==> config.mk <==
export PLATFORM = sky130hd
export DESIGN_NAME = uart_cmd_bridge
export DESIGN_NICKNAME = d
export VERILOG_FILES = /design/src/verilog/uart_frame_pkg.sv /design/src/verilog/uart_cmd_pkg.sv /design/src/verilog/uart_byte_if.sv /design/src/verilog/uart_cmd_bridge.sv /design/src/verilog/uart_cmd_ctrl.sv /design/src/verilog/uart_rx.sv /design/src/verilog/uart_tx.sv
export SDC_FILE = /design/constraint.sdc
export NUM_CORES = 1
export LEC_CHECK = 0
export BUFFER_PORTS_ARGS = -buffer_cell sky130_fd_sc_hd__clkbuf_2
export CORE_MARGIN = 4
export CORE_UTILIZATION = 50
export DETAILED_ROUTE_END_ITERATION = 6
export PLACE_DENSITY = 0.66
export SLEW_MARGIN = 20
export SYNTH_ARGS = -nofsm -noshare
export SYNTH_HDL_FRONTEND = slang
export SYNTH_SLANG_ARGS = --single-unit
==> constraint.sdc <==
create_clock -name clk -period 3.95 [get_ports clk]
set_clock_uncertainty 0.05 [all_clocks]
set_input_delay 0.1975 -clock clk [delete_from_list [all_inputs] [get_ports clk]]
set_output_delay 0.1975 -clock clk [all_outputs]
set_load 0.005 [all_outputs]
==> src/verilog/uart_frame_pkg.sv <==
package uart_frame_pkg;

  // one start, DATA_BITS data, one parity and one stop bit per frame.
  localparam int DATA_BITS  = 8;
  localparam int FRAME_BITS = DATA_BITS + 3;

  // a 1 here selects even parity, a 0 would select odd parity.
  localparam bit EVEN_PARITY = 1'b1;

  typedef logic [DATA_BITS-1:0] byte_t;

  // outcome of one received frame.
  typedef enum logic [1:0] {
    RX_ERR_NONE   = 2'd0,
    RX_ERR_PARITY = 2'd1,
    RX_ERR_FRAME  = 2'd2
  } rx_err_e;

endpackage
==> src/verilog/uart_cmd_pkg.sv <==
package uart_cmd_pkg;

  // bit 15 is the direction: 1 writes two bytes, 0 reads one byte back.
  // the high byte on the line is {wr, addr}, the low byte is data.
  typedef struct packed {
    logic                  wr;
    logic [6:0]            addr;
    uart_frame_pkg::byte_t data;
  } cmd_t;

  // status that comes with every read result.
  typedef enum logic [1:0] {
    RD_OK      = 2'd0,
    RD_PARITY  = 2'd1,
    RD_FRAME   = 2'd2,
    RD_TIMEOUT = 2'd3
  } rd_status_e;

endpackage

==> src/verilog/uart_byte_if.sv <==
`timescale 1ns/10ps

interface uart_byte_if;

  uart_frame_pkg::byte_t   data;
  logic                    vld;
  logic                    rdy;
  uart_frame_pkg::rx_err_e err;

  modport src (
    output data,
    output vld,
    output err,
    input  rdy
  );

  modport sink (
    input  data,
    input  vld,
    input  err,
    output rdy
  );

endinterface

==> src/verilog/uart_cmd_bridge.sv <==
`timescale 1ns/10ps

module uart_cmd_bridge #(
  parameter int CLKS_PER_BIT    = 434,
  parameter int GAP_BITS        = 16,
  parameter int RX_TIMEOUT_BITS = 64
) (
  input  logic        clk,
  input  logic        rst_n,
  input  logic [15:0] cmd_in,
  input  logic        cmd_vld,
  output logic        cmd_rdy,
  input  logic        rx,
  output logic        tx,
  output logic [7:0]  read_data,
  output logic [1:0]  read_status,
  output logic        read_vld
);

  uart_byte_if tx_ch ();
  uart_byte_if rx_ch ();

  uart_cmd_ctrl #(
    .GAP_BITS        (GAP_BITS),
    .RX_TIMEOUT_BITS (RX_TIMEOUT_BITS),
    .CLKS_PER_BIT    (CLKS_PER_BIT)
  ) u_ctrl (
    .clk         (clk),
    .rst_n       (rst_n),
    .cmd_in      (cmd_in),
    .cmd_vld     (cmd_vld),
    .cmd_rdy     (cmd_rdy),
    .tx_ch       (tx_ch),
    .rx_ch       (rx_ch),
    .read_data   (read_data),
    .read_status (read_status),
    .read_vld    (read_vld)
  );

  uart_tx #(
    .CLKS_PER_BIT (CLKS_PER_BIT)
  ) u_tx (
    .clk   (clk),
    .rst_n (rst_n),
    .ch    (tx_ch),
    .tx    (tx)
  );

  uart_rx #(
    .CLKS_PER_BIT (CLKS_PER_BIT)
  ) u_rx (
    .clk   (clk),
    .rst_n (rst_n),
    .rx    (rx),
    .ch    (rx_ch)
  );

endmodule

==> src/verilog/uart_cmd_ctrl.sv <==
`timescale 1ns/10ps

module uart_cmd_ctrl #(
  parameter int GAP_BITS        = 16,
  parameter int RX_TIMEOUT_BITS = 64,
  parameter int CLKS_PER_BIT    = 434
) (
  input  logic                     clk,
  input  logic                     rst_n,
  input  uart_cmd_pkg::cmd_t       cmd_in,
  input  logic                     cmd_vld,
  output logic                     cmd_rdy,
  uart_byte_if.src                 tx_ch,
  uart_byte_if.sink                rx_ch,
  output uart_frame_pkg::byte_t    read_data,
  output uart_cmd_pkg::rd_status_e read_status,
  output logic                     read_vld
);

  localparam int MAX_BITS = (GAP_BITS > RX_TIMEOUT_BITS) ? GAP_BITS : RX_TIMEOUT_BITS;
  localparam int CLK_W    = $clog2(CLKS_PER_BIT + 1);
  localparam int BIT_W    = $clog2(MAX_BITS + 1);

  typedef enum logic [2:0] {
    ST_IDLE,
    ST_SEND_HI,
    ST_GAP,
    ST_SEND_LO,
    ST_WAIT_RX,
    ST_REPORT
  } state_e;

  state_e             state;
  logic               sent;
  logic [CLK_W-1:0]   clk_cnt;
  logic [BIT_W-1:0]   bit_cnt;
  logic               bit_tick;
  logic               gap_done;
  logic               timeout;
  logic               frame_done;
  uart_cmd_pkg::cmd_t cmd_q;

  // the report cycle carries the result and already takes the next command.
  assign cmd_rdy    = (state == ST_IDLE) || (state == ST_REPORT);
  assign read_vld   = (state == ST_REPORT);
  assign tx_ch.vld  = ((state == ST_SEND_HI) || (state == ST_SEND_LO)) && !sent;
  assign tx_ch.data = (state == ST_SEND_LO) ? cmd_q.data : {cmd_q.wr, cmd_q.addr};
  assign tx_ch.err  = uart_frame_pkg::RX_ERR_NONE;
  assign rx_ch.rdy  = (state == ST_WAIT_RX);
  assign frame_done = sent && tx_ch.rdy; // transmitter idle again after our byte.
  assign bit_tick   = (clk_cnt == CLK_W'(CLKS_PER_BIT - 1));
  assign gap_done   = bit_tick && (bit_cnt == BIT_W'(GAP_BITS - 1));
  assign timeout    = bit_tick && (bit_cnt == BIT_W'(RX_TIMEOUT_BITS - 1));

  // bit-time counter for the write gap and the reply timeout.
  always_ff @(posedge clk or negedge rst_n)
  begin
    if (!rst_n)
    begin
      clk_cnt <= '0;
      bit_cnt <= '0;
    end
    else if ((state != ST_GAP) && (state != ST_WAIT_RX))
    begin
      clk_cnt <= '0;
      bit_cnt <= '0;
    end
    else if (bit_tick)
    begin
      clk_cnt <= '0;
      bit_cnt <= bit_cnt + 1'b1;
    end
    else
      clk_cnt <= clk_cnt + 1'b1;
  end

  always_ff @(posedge clk or negedge rst_n)
  begin
    if (!rst_n)
    begin
      state <= ST_IDLE;
      sent  <= 1'b0;
    end
    else
    begin
      case (state)
        ST_IDLE, ST_REPORT:
          state <= cmd_vld ? ST_SEND_HI : ST_IDLE;
        ST_SEND_HI, ST_SEND_LO:
          if (tx_ch.vld && tx_ch.rdy)
            sent <= 1'b1;
          else if (frame_done)
          begin
            sent <= 1'b0;
            if (state == ST_SEND_LO)
              state <= ST_IDLE;
            else
              state <= cmd_q.wr ? ST_GAP : ST_WAIT_RX;
          end
        ST_GAP:
          if (gap_done)
            state <= ST_SEND_LO;
        ST_WAIT_RX:
          if (rx_ch.vld || timeout)
            state <= ST_REPORT;
        default:
          state <= ST_IDLE;
      endcase
    end
  end

  always_ff @(posedge clk)
  begin
    if (cmd_rdy && cmd_vld)
      cmd_q <= cmd_in;
    if (rx_ch.vld && rx_ch.rdy)
    begin
      read_data <= rx_ch.data;
      case (rx_ch.err)
        uart_frame_pkg::RX_ERR_PARITY: read_status <= uart_cmd_pkg::RD_PARITY;
        uart_frame_pkg::RX_ERR_FRAME:  read_status <= uart_cmd_pkg::RD_FRAME;
        default:                       read_status <= uart_cmd_pkg::RD_OK;
      endcase
    end
    else if ((state == ST_WAIT_RX) && timeout)
    begin
      read_data   <= '0;
      read_status <= uart_cmd_pkg::RD_TIMEOUT;
    end
  end

  // a new command is taken only while the transmitter is idle.
  a_no_accept_while_sending: assert property (@(posedge clk) disable iff (!rst_n)
    cmd_rdy |-> tx_ch.rdy);

endmodule

==> src/verilog/uart_rx.sv <==
`timescale 1ns/10ps

module uart_rx #(
  parameter int CLKS_PER_BIT = 434
) (
  input  logic     clk,
  input  logic     rst_n,
  input  logic     rx,
  uart_byte_if.src ch
);

  localparam int CNT_W     = $clog2(CLKS_PER_BIT + 1);
  localparam int IDX_W     = $clog2(uart_frame_pkg::FRAME_BITS);
  localparam int HALF_CLKS = CLKS_PER_BIT / 2;

  logic                  rx_meta;
  logic                  rx_sync;
  logic                  rx_prev;
  logic                  active;
  logic [CNT_W-1:0]      cnt;
  logic [IDX_W-1:0]      bit_idx;
  logic                  tick;
  logic                  stop_tick;
  logic                  par_q;
  logic                  par_bad;
  uart_frame_pkg::byte_t shreg;

  // the start bit is checked half a bit in, all later bits a full bit apart.
  assign tick = active && ((bit_idx == '0) ? (cnt == CNT_W'(HALF_CLKS - 1))
                                           : (cnt == CNT_W'(CLKS_PER_BIT - 1)));
  assign stop_tick = tick && (bit_idx == IDX_W'(uart_frame_pkg::FRAME_BITS - 1));
  assign par_bad   = par_q != ((^shreg) ^ !uart_frame_pkg::EVEN_PARITY);

  always_ff @(posedge clk or negedge rst_n)
  begin
    if (!rst_n)
    begin
      rx_meta <= 1'b1;
      rx_sync <= 1'b1;
      rx_prev <= 1'b1;
    end
    else
    begin
      rx_meta <= rx;
      rx_sync <= rx_meta;
      rx_prev <= rx_sync;
    end
  end

  always_ff @(posedge clk or negedge rst_n)
  begin
    if (!rst_n)
    begin
      active  <= 1'b0;
      cnt     <= '0;
      bit_idx <= '0;
      ch.vld  <= 1'b0;
    end
    else
    begin
      ch.vld <= 1'b0;
      if (!active)
      begin
        cnt     <= '0;
        bit_idx <= '0;
        active  <= rx_prev && !rx_sync; // arm on a falling edge.
      end
      else if (tick)
      begin
        cnt <= '0;
        if ((bit_idx == '0) && rx_sync)
          active <= 1'b0; // start bit gone at mid-bit, so it was a glitch.
        else if (stop_tick)
        begin
          active <= 1'b0;
          ch.vld <= 1'b1;
        end
        else
          bit_idx <= bit_idx + 1'b1;
      end
      else
        cnt <= cnt + 1'b1;
    end
  end

  always_ff @(posedge clk)
  begin
    if (tick && (bit_idx != '0) && (bit_idx <= IDX_W'(uart_frame_pkg::DATA_BITS)))
      shreg <= {rx_sync, shreg[uart_frame_pkg::DATA_BITS-1:1]};
    if (tick && (bit_idx == IDX_W'(uart_frame_pkg::DATA_BITS + 1)))
      par_q <= rx_sync;
    if (stop_tick)
    begin
      ch.data <= shreg;
      if (!rx_sync)
        ch.err <= uart_frame_pkg::RX_ERR_FRAME;
      else if (par_bad)
        ch.err <= uart_frame_pkg::RX_ERR_PARITY;
      else
        ch.err <= uart_frame_pkg::RX_ERR_NONE;
    end
  end

  a_vld_single: assert property (@(posedge clk) disable iff (!rst_n) ch.vld |=> !ch.vld);

  a_clean_frame: assert property (@(posedge clk) disable iff (!rst_n)
    ch.vld && (ch.err == uart_frame_pkg::RX_ERR_NONE)
      |-> (par_q == ((^ch.data) ^ !uart_frame_pkg::EVEN_PARITY)));

endmodule

==> src/verilog/uart_tx.sv <==
`timescale 1ns/10ps

module uart_tx #(
  parameter int CLKS_PER_BIT = 434
) (
  input  logic      clk,
  input  logic      rst_n,
  uart_byte_if.sink ch,
  output logic      tx
);

  localparam int CNT_W = $clog2(CLKS_PER_BIT + 1);
  localparam int IDX_W = $clog2(uart_frame_pkg::FRAME_BITS);

  logic                                  busy;
  logic [CNT_W-1:0]                      bit_cnt;
  logic [IDX_W-1:0]                      bit_idx;
  logic                                  bit_end;
  logic                                  par_bit;
  logic [uart_frame_pkg::DATA_BITS+1:0]  shreg;

  assign ch.rdy  = !busy;
  assign bit_end = busy && (bit_cnt == CNT_W'(CLKS_PER_BIT - 1));
  assign par_bit = (^ch.data) ^ !uart_frame_pkg::EVEN_PARITY;

  always_ff @(posedge clk or negedge rst_n)
  begin
    if (!rst_n)
    begin
      busy    <= 1'b0;
      tx      <= 1'b1;
      bit_cnt <= '0;
      bit_idx <= '0;
    end
    else if (!busy)
    begin
      if (ch.vld)
      begin
        busy    <= 1'b1;
        tx      <= 1'b0; // start bit goes out right after the handshake.
        bit_cnt <= '0;
        bit_idx <= '0;
      end
    end
    else if (bit_end)
    begin
      bit_cnt <= '0;
      if (bit_idx == IDX_W'(uart_frame_pkg::FRAME_BITS - 1))
      begin
        busy <= 1'b0;
        tx   <= 1'b1;
      end
      else
      begin
        bit_idx <= bit_idx + 1'b1;
        tx      <= shreg[0];
      end
    end
    else
      bit_cnt <= bit_cnt + 1'b1;
  end

  // holds data, parity and stop; the start bit is driven directly.
  always_ff @(posedge clk)
  begin
    if (ch.vld && !busy)
      shreg <= {1'b1, par_bit, ch.data};
    else if (bit_end)
      shreg <= {1'b1, shreg[uart_frame_pkg::DATA_BITS+1:1]};
  end

  a_idle_line_high: assert property (@(posedge clk) disable iff (!rst_n) ch.rdy |-> tx);

endmodule

# Word-level counts from Yosys, hierarchy flattened
# Index checks and enable logic that the tools add are counted.
[totals]
regBits = 107
output_inout_bits = 13
elab_cells = 153
[op_classes]
n_addsub = 6
n_lt_le_gt_ge = 1
eq_ne = 28
n_mux = 53
n_reduce_logical = 40
[ops]
columns = ["cell", "count"]
rows = [
  ["$mux W9", 9],
  ["$mux W4", 8],
  ["$add A9 B1 Y9 const B", 3],
  ["$eq A9 B9 Y1 const B", 3],
  ["$mux W8", 3],
  ["$mux W1", 21],
  ["$mux W3", 6],
  ["$logic_and A1 B1 Y1", 17],
  ["$reduce_xor A8 Y1", 2],
  ["$mux W7", 2],
  ["$ne A2 B2 Y1 const B", 7],
  ["$eq A4 B4 Y1 const B", 3],
  ["$pmux W3 S4", 1],
  ["$reduce_bool A2 Y1", 5],
  ["$eq A9 B8 Y1 const B", 1],
  ["$add A4 B1 Y4 const B", 2],
  ["$add A7 B1 Y7 const B", 1],
  ["$eq A7 B4 Y1 const B", 1],
  ["$eq A7 B6 Y1 const B", 1],
  ["$eq A3 B2 Y1 const B", 2],
  ["$eq A3 B3 Y1 const B", 2],
  ["$reduce_and A3 Y1", 2],
  ["$le A4 B4 Y1 const B", 1],
  ["$logic_not A4 Y1", 1],
  ["other kinds (16)", 24],
]

# Depth between registers and ports, before layout
[depth]
word_depth = 8
ltp_mapped = 7
ltp_nobuf = 6

# Modules after synthesis
# A second synthesis with hierarchy kept.
[unflattened]
cells_unflattened = 408
hier_area_um2 = 5048.6
[by_module_without_submodules]
columns = ["module", "n_inst", "cells_each", "area_each_um2", "seq_area_each_um2"]
rows = [
  ["uart_cmd_ctrl", 1, 162, 2059.5, 1281.2],
  ["uart_rx", 1, 128, 1692.9, 1024.7],
  ["uart_tx", 1, 118, 1296.2, 646.9],
]

# Worst setup path after synthesis
# OpenSTA, ideal clock, no wires.
[synth_path]
kind = "register to register"
from = "reg u_ctrl.clk_cnt[1]"
to = "reg u_ctrl.read_data[0], enable pin"
arrival_ns = 1.883
required_time_ns = 3.510
slack_ns = 1.628
path_stages_with_launch = 7
path_buffers = 0
cell_sequence = "dfrtp_1 -> inv_1 -> ha_1 -> nor4b_4 -> and3_1 -> a21oi_1 -> nor3_1"
[synth_between]
elab_chain_len = 4
[synth_lines]
columns = ["element", "line_no", "text"]
rows = [
  ["from (decl)", "uart_cmd_ctrl.sv:35", "logic [CLK_W-1:0] clk_cnt;"],
  ["from (signal assigned)", "uart_cmd_ctrl.sv:74", "clk_cnt <= clk_cnt + 1'b1;"],
  ["$eq A9 B9 Y1", "uart_cmd_ctrl.sv:51", "assign bit_tick = (clk_cnt == CLK_W'(CLKS_PER_BIT - 1));"],
  ["$logic_and A1 B1 Y1", "uart_cmd_ctrl.sv:53", "assign timeout = bit_tick && (bit_cnt == BIT_W'(RX_TIMEOUT_BITS - 1));"],
  ["$logic_and A1 B1 Y1", "uart_cmd_ctrl.sv:125", "else if ((state == ST_WAIT_RX) && timeout)"],
  ["$reduce_bool A2 Y1 (no source line)", "-", ""],
  ["to (signal assigned)", "uart_cmd_ctrl.sv:118", "read_data <= rx_ch.data;"],
  ["to (decl)", "uart_cmd_ctrl.sv:15", "output uart_frame_pkg::byte_t read_data,"],
]
# No other way between the ends.
# A chain may end at the register's enable or synchronous reset.

# Worst setup path in the final report
[layout_path]
from = "reg u_rx.bit_idx[0]"
to = "reg u_rx.ch.data[4], enable pin"
[layout_between]
elab_chain_len = 4
word_cells_on_any_way = 5
classes_between = "eq/ne: 1; mux: 1; reduce/logical: 3"
[layout_lines]
columns = ["element", "line_no", "text"]
rows = [
  ["from (decl)", "uart_rx.sv:21", "logic [IDX_W-1:0] bit_idx;"],
  ["from (signal assigned)", "uart_rx.sv:79", "bit_idx <= bit_idx + 1'b1;"],
  ["$logic_not A4 Y1", "uart_rx.sv:29", "assign tick = active && ((bit_idx == '0) ? (cnt == CNT_W'(HALF_CLKS - 1))"],
  ["$mux W1", "uart_rx.sv:29", ""],
  ["$logic_and A1 B1 Y1", "uart_rx.sv:29", ""],
  ["$logic_and A1 B1 Y1 *", "uart_rx.sv:31", "assign stop_tick = tick && (bit_idx == IDX_W'(uart_frame_pkg::FRAME_BITS - 1));"],
  ["to (signal assigned)", "uart_rx.sv:94", "ch.data <= shreg;"],
  ["to (decl)", "uart_byte_if.sv:11", "output data,"],
]
# Mark *: on every way between the ends. The rest lies on a longest branch, timed or not.

==> metrics.json <==
{
  "run_status": {"value": "completed"},
  "pwr-share-seq": {"value": 58.2, "unit": "%"},
  "cp_data_required_time": {"value": 3930, "unit": "ps"},
  "clock_tree.htree_level_count": {"value": 3},
  "clock_tree.root_cell": {"value": "clkbuf_8"},
  "drt-pass1-iter-count": {"value": 5},
  "wire_per_inst": {"value": 14.0, "unit": "um"},
  "clock_sink_count": {"value": 107},
  "numCtsBuffers": {"value": 9},
  "final_antenna_net_count": {"value": 0},
  "finish.net_count": {"value": 510},
  "cts-hold-fix-buffers": {"value": 18},
  "core_area": {"value": 0.00977, "unit": "sq mm"},
  "power.net_switching": {"value": 0.587, "unit": "mW"},
  "pwr_density_cell": {"value": 406, "unit": "mW/mm^2"},
  "ys_ff_latch": {"value": 107},
  "layout.core_utilization": {"value": 58.6, "unit": "%"},
  "timing.hold.ws": {"value": 238, "unit": "ps"},
  "cellInternalPower": {"value": 1.74, "unit": "mW"},
  "layout_commonest_cell": {"value": "edfxtp_1"},
  "p_leak": {"value": 2.35, "unit": "nW"},
  "synth_flop_cell": {"value": "edfxtp_1"},
  "async_flop_share": {"value": 49.5, "unit": "%"},
  "period_needed": {"value": 2320, "unit": "ps"},
  "maxCapViolations": {"value": 0},
  "grt_usage": {"value": 15.8, "unit": "%"},
  "final_cell_mix": {"value": "54 x edfxtp_1, 49 x dfrtp_1, 37 x nand2_1"},
  "fmaxAchievable": {"value": 430, "unit": "MHz"},
  "pre_cts_slack": {"value": 1650, "unit": "ps"},
  "global_route.overflow_total": {"value": 0},
  "i_o_pins": {"value": 33},
  "synth-edff-count": {"value": 54},
  "comb_power_share": {"value": 10.3, "unit": "%"},
  "worst_slew_margin_rel": {"value": 45.4, "unit": "%"},
  "die_area": {"value": 0.0117, "unit": "sq mm"},
  "hold_path_class": {"value": "in -> reg"},
  "final-instance-count-excl-fill": {"value": 616},
  "p_clk_share": {"value": 31.5, "unit": "%"},
  "post_route_cells_drive_above_1_share": {"value": 13.5, "unit": "%"},
  "worst_slack": {"value": 1630, "unit": "ps"},
  "start_util": {"value": 51.6, "unit": "%"},
  "grt_first_pass_wirelength": {"value": 14700, "unit": "um"},
  "clk_latency": {"value": 370, "unit": "ps"},
  "die_width": {"value": 108, "unit": "um"},
  "synthesis.instances": {"value": 427},
  "grt_setup_unrepaired": {"value": "false"},
  "sort_of_element_at_the_start_of_the_critical_path": {"value": "flip-flop"},
  "average_cell_area_after_synthesis": {"value": 11.8, "unit": "sq um"},
  "grt_start_max_net_pins": {"value": 54},
  "placed_cell_count": {"value": 582},
  "syn_to_final_growth": {"value": 13.7, "unit": "%"},
  "initialDrtViolationCount": {"value": 142},
  "final_cycle_utilization_of_the_critical_path": {"value": 58.8, "unit": "%"},
  "vias": {"value": 3218},
  "cell_rows": {"value": 36},
  "ctsResizeCount": {"value": 0},
  "netlist_area": {"value": 0.00504, "unit": "sq mm"},
  "fin_tns_setup": {"value": 0, "unit": "ps"},
  "tritoncts": {"value": "done"},
  "timing_hold_violations_final": {"value": 0},
  "antenna_cells": {"value": 0},
  "synth.yosys.seq_area_share": {"value": 58.6, "unit": "%"},
  "via_count_of_the_first_global_routing_pass": {"value": 3141},
  "report.final.slew_viol_count": {"value": 0},
  "dpl.hpwl": {"value": 5960, "unit": "um"},
  "critPathMaxFanout": {"value": 10},
  "ys_types": {"value": 55},
  "path_class": {"value": "reg -> reg"},
  "layout.filler_cells": {"value": 826},
  "sw_frac_of_total": {"value": 25.3, "unit": "%"},
  "postCtsSetupBuffers": {"value": 0},
  "crit_path_end_kind": {"value": "flip-flop"},
  "grt_antenna_before_repair": {"value": 0},
  "clk_pin_slew": {"value": 90, "unit": "ps"},
  "final-setup-viol-count": {"value": 0},
  "mappedNetlistNets": {"value": 459},
  "worst_slew_pin_slew": {"value": 819, "unit": "ps"},
  "critical_path_arrival": {"value": 2300, "unit": "ps"},
  "clockBufferDepth": {"value": 2},
  "totalWireLength": {"value": 8620, "unit": "um"},
  "synthesis_warnings": {"value": 0},
  "chipHeight": {"value": 108, "unit": "um"},
  "drt-vias-per-instance": {"value": 5.22},
  "io_buffers": {"value": 32},
  "remaining_drc_errors": {"value": 0},
  "place.gp.congestion": {"value": 0.826},
  "vdd.ir_drop.worst": {"value": 249, "unit": "uV"}
}
==> final timing paths <==
path                                           to  slack, ps            start  cells after the start
worst max register to register    u_rx.ch.data[4]       1630  u_rx.bit_idx[0]                      6
max in group asynchronous       u_ctrl.bit_cnt[5]       2960            rst_n                      3
worst min register to register       u_rx.rx_sync        310     u_rx.rx_meta                      0
worst max-delay path              u_rx.ch.data[4]       1630  u_rx.bit_idx[0]                      6
worst min-delay path              u_ctrl.state[0]        240          cmd_vld                      5
min in group asynchronous         u_tx.bit_cnt[4]        440            rst_n                      3
==> cells by family after synthesis <==
kind of cell / after synthesis / share of synthesized area, %
mux: 13 / 2.58
xor+xnor: 42 / 7.57
fa+ha+maj: 12 / 2.98
compound gates: 59 / 7.30
simple gates: 165 / 18.5
buf+inv: 29 / 2.43
flops: 107 / 58.6
==> cell type report <==
cell class	instances	area (sq um)	share of cell area, %
clock inverters	7	101	1.77
repair buffers	52	355	6.20
flip-flops and latches	107	2950	51.6
well taps	133	166	2.91
inverters	17	63.8	1.11
multi-input cells	291	1960	34.3
clock buffers	9	124	2.16
==> worst max-delay path, cell delays in order, from the launching register on <==
cell	delay, ps
dfrtp_1	440
inv_1	130
ha_1	210
nor3b_1	280
nand3b_1	120
a21boi_1	290
and3_1	460
==> registers in the layout, summed over array words and instances, names as in the netlist, 4 cells and up <==
name	cells
u_rx.shreg	8
u_ctrl.read_data	8
u_rx.cnt	9
u_rx.bit_idx	4
u_tx.shreg	9
u_tx.bit_idx	4
u_rx.ch.data	8
u_ctrl.cmd_q	16
u_ctrl.clk_cnt	9
u_ctrl.bit_cnt	7
u_tx.bit_cnt	9
==> power by group through the flow <==
stage	registers, mW	clock network, mW	logic, mW
3_3_place_gp	1.37	0	0.219
2_1_floorplan	1.34	0	0.188
4_1_cts	1.35	0.762	0.243
5_1_grt	1.37	0.806	0.271
6_report	1.35	0.733	0.239
3_5_place_dp	1.37	0	0.227
==> metal layers <==
| metal | vias up | routed length, um | GRT usage, % |
|---|---|---|---|
| met3 | 7 | 277 | 3.82 |
| met5 | - | 0 | 0 |
| met2 | 43 | 4110 | 25.9 |
| li1 | 1634 | - | - |
| met4 | 0 | 94 | 4.87 |
| met1 | 1534 | 4140 | 21.0 |
==> synth_stat cells (4+ instances only) <==
cell type / count / area [sq um]
edfxtp_1: 54 / 1620
dfrtp_1: 49 / 1230
nand2_1: 37 / 139
nor2_1: 32 / 120
xnor2_1: 27 / 236
and3_1: 20 / 125
nand3_1: 18 / 90.1
a21oi_1: 17 / 85.1
inv_1: 17 / 63.8
o21ai_0: 15 / 75.1
xor2_1: 14 / 123
mux2i_1: 13 / 130
ha_1: 12 / 150
nand4_1: 9 / 56.3
clkbuf_1: 7 / 26.3
nor3_1: 6 / 30.0
o21ai_1: 6 / 30.0
and2_1: 5 / 31.3
nand2b_1: 5 / 31.3
o211ai_1: 5 / 37.5
dfstp_2: 4 / 105
==> stage by stage <==
stage | power, mW | cell area (sq um)
finish | 2.32 | 5730
global route | 2.44 | 5730
CTS | 2.36 | 5730
detailed placement | 1.60 | 5320
global placement | 1.59 | 5320
floorplan | 1.52 | 5040
(Power assumes the default switching activity.)
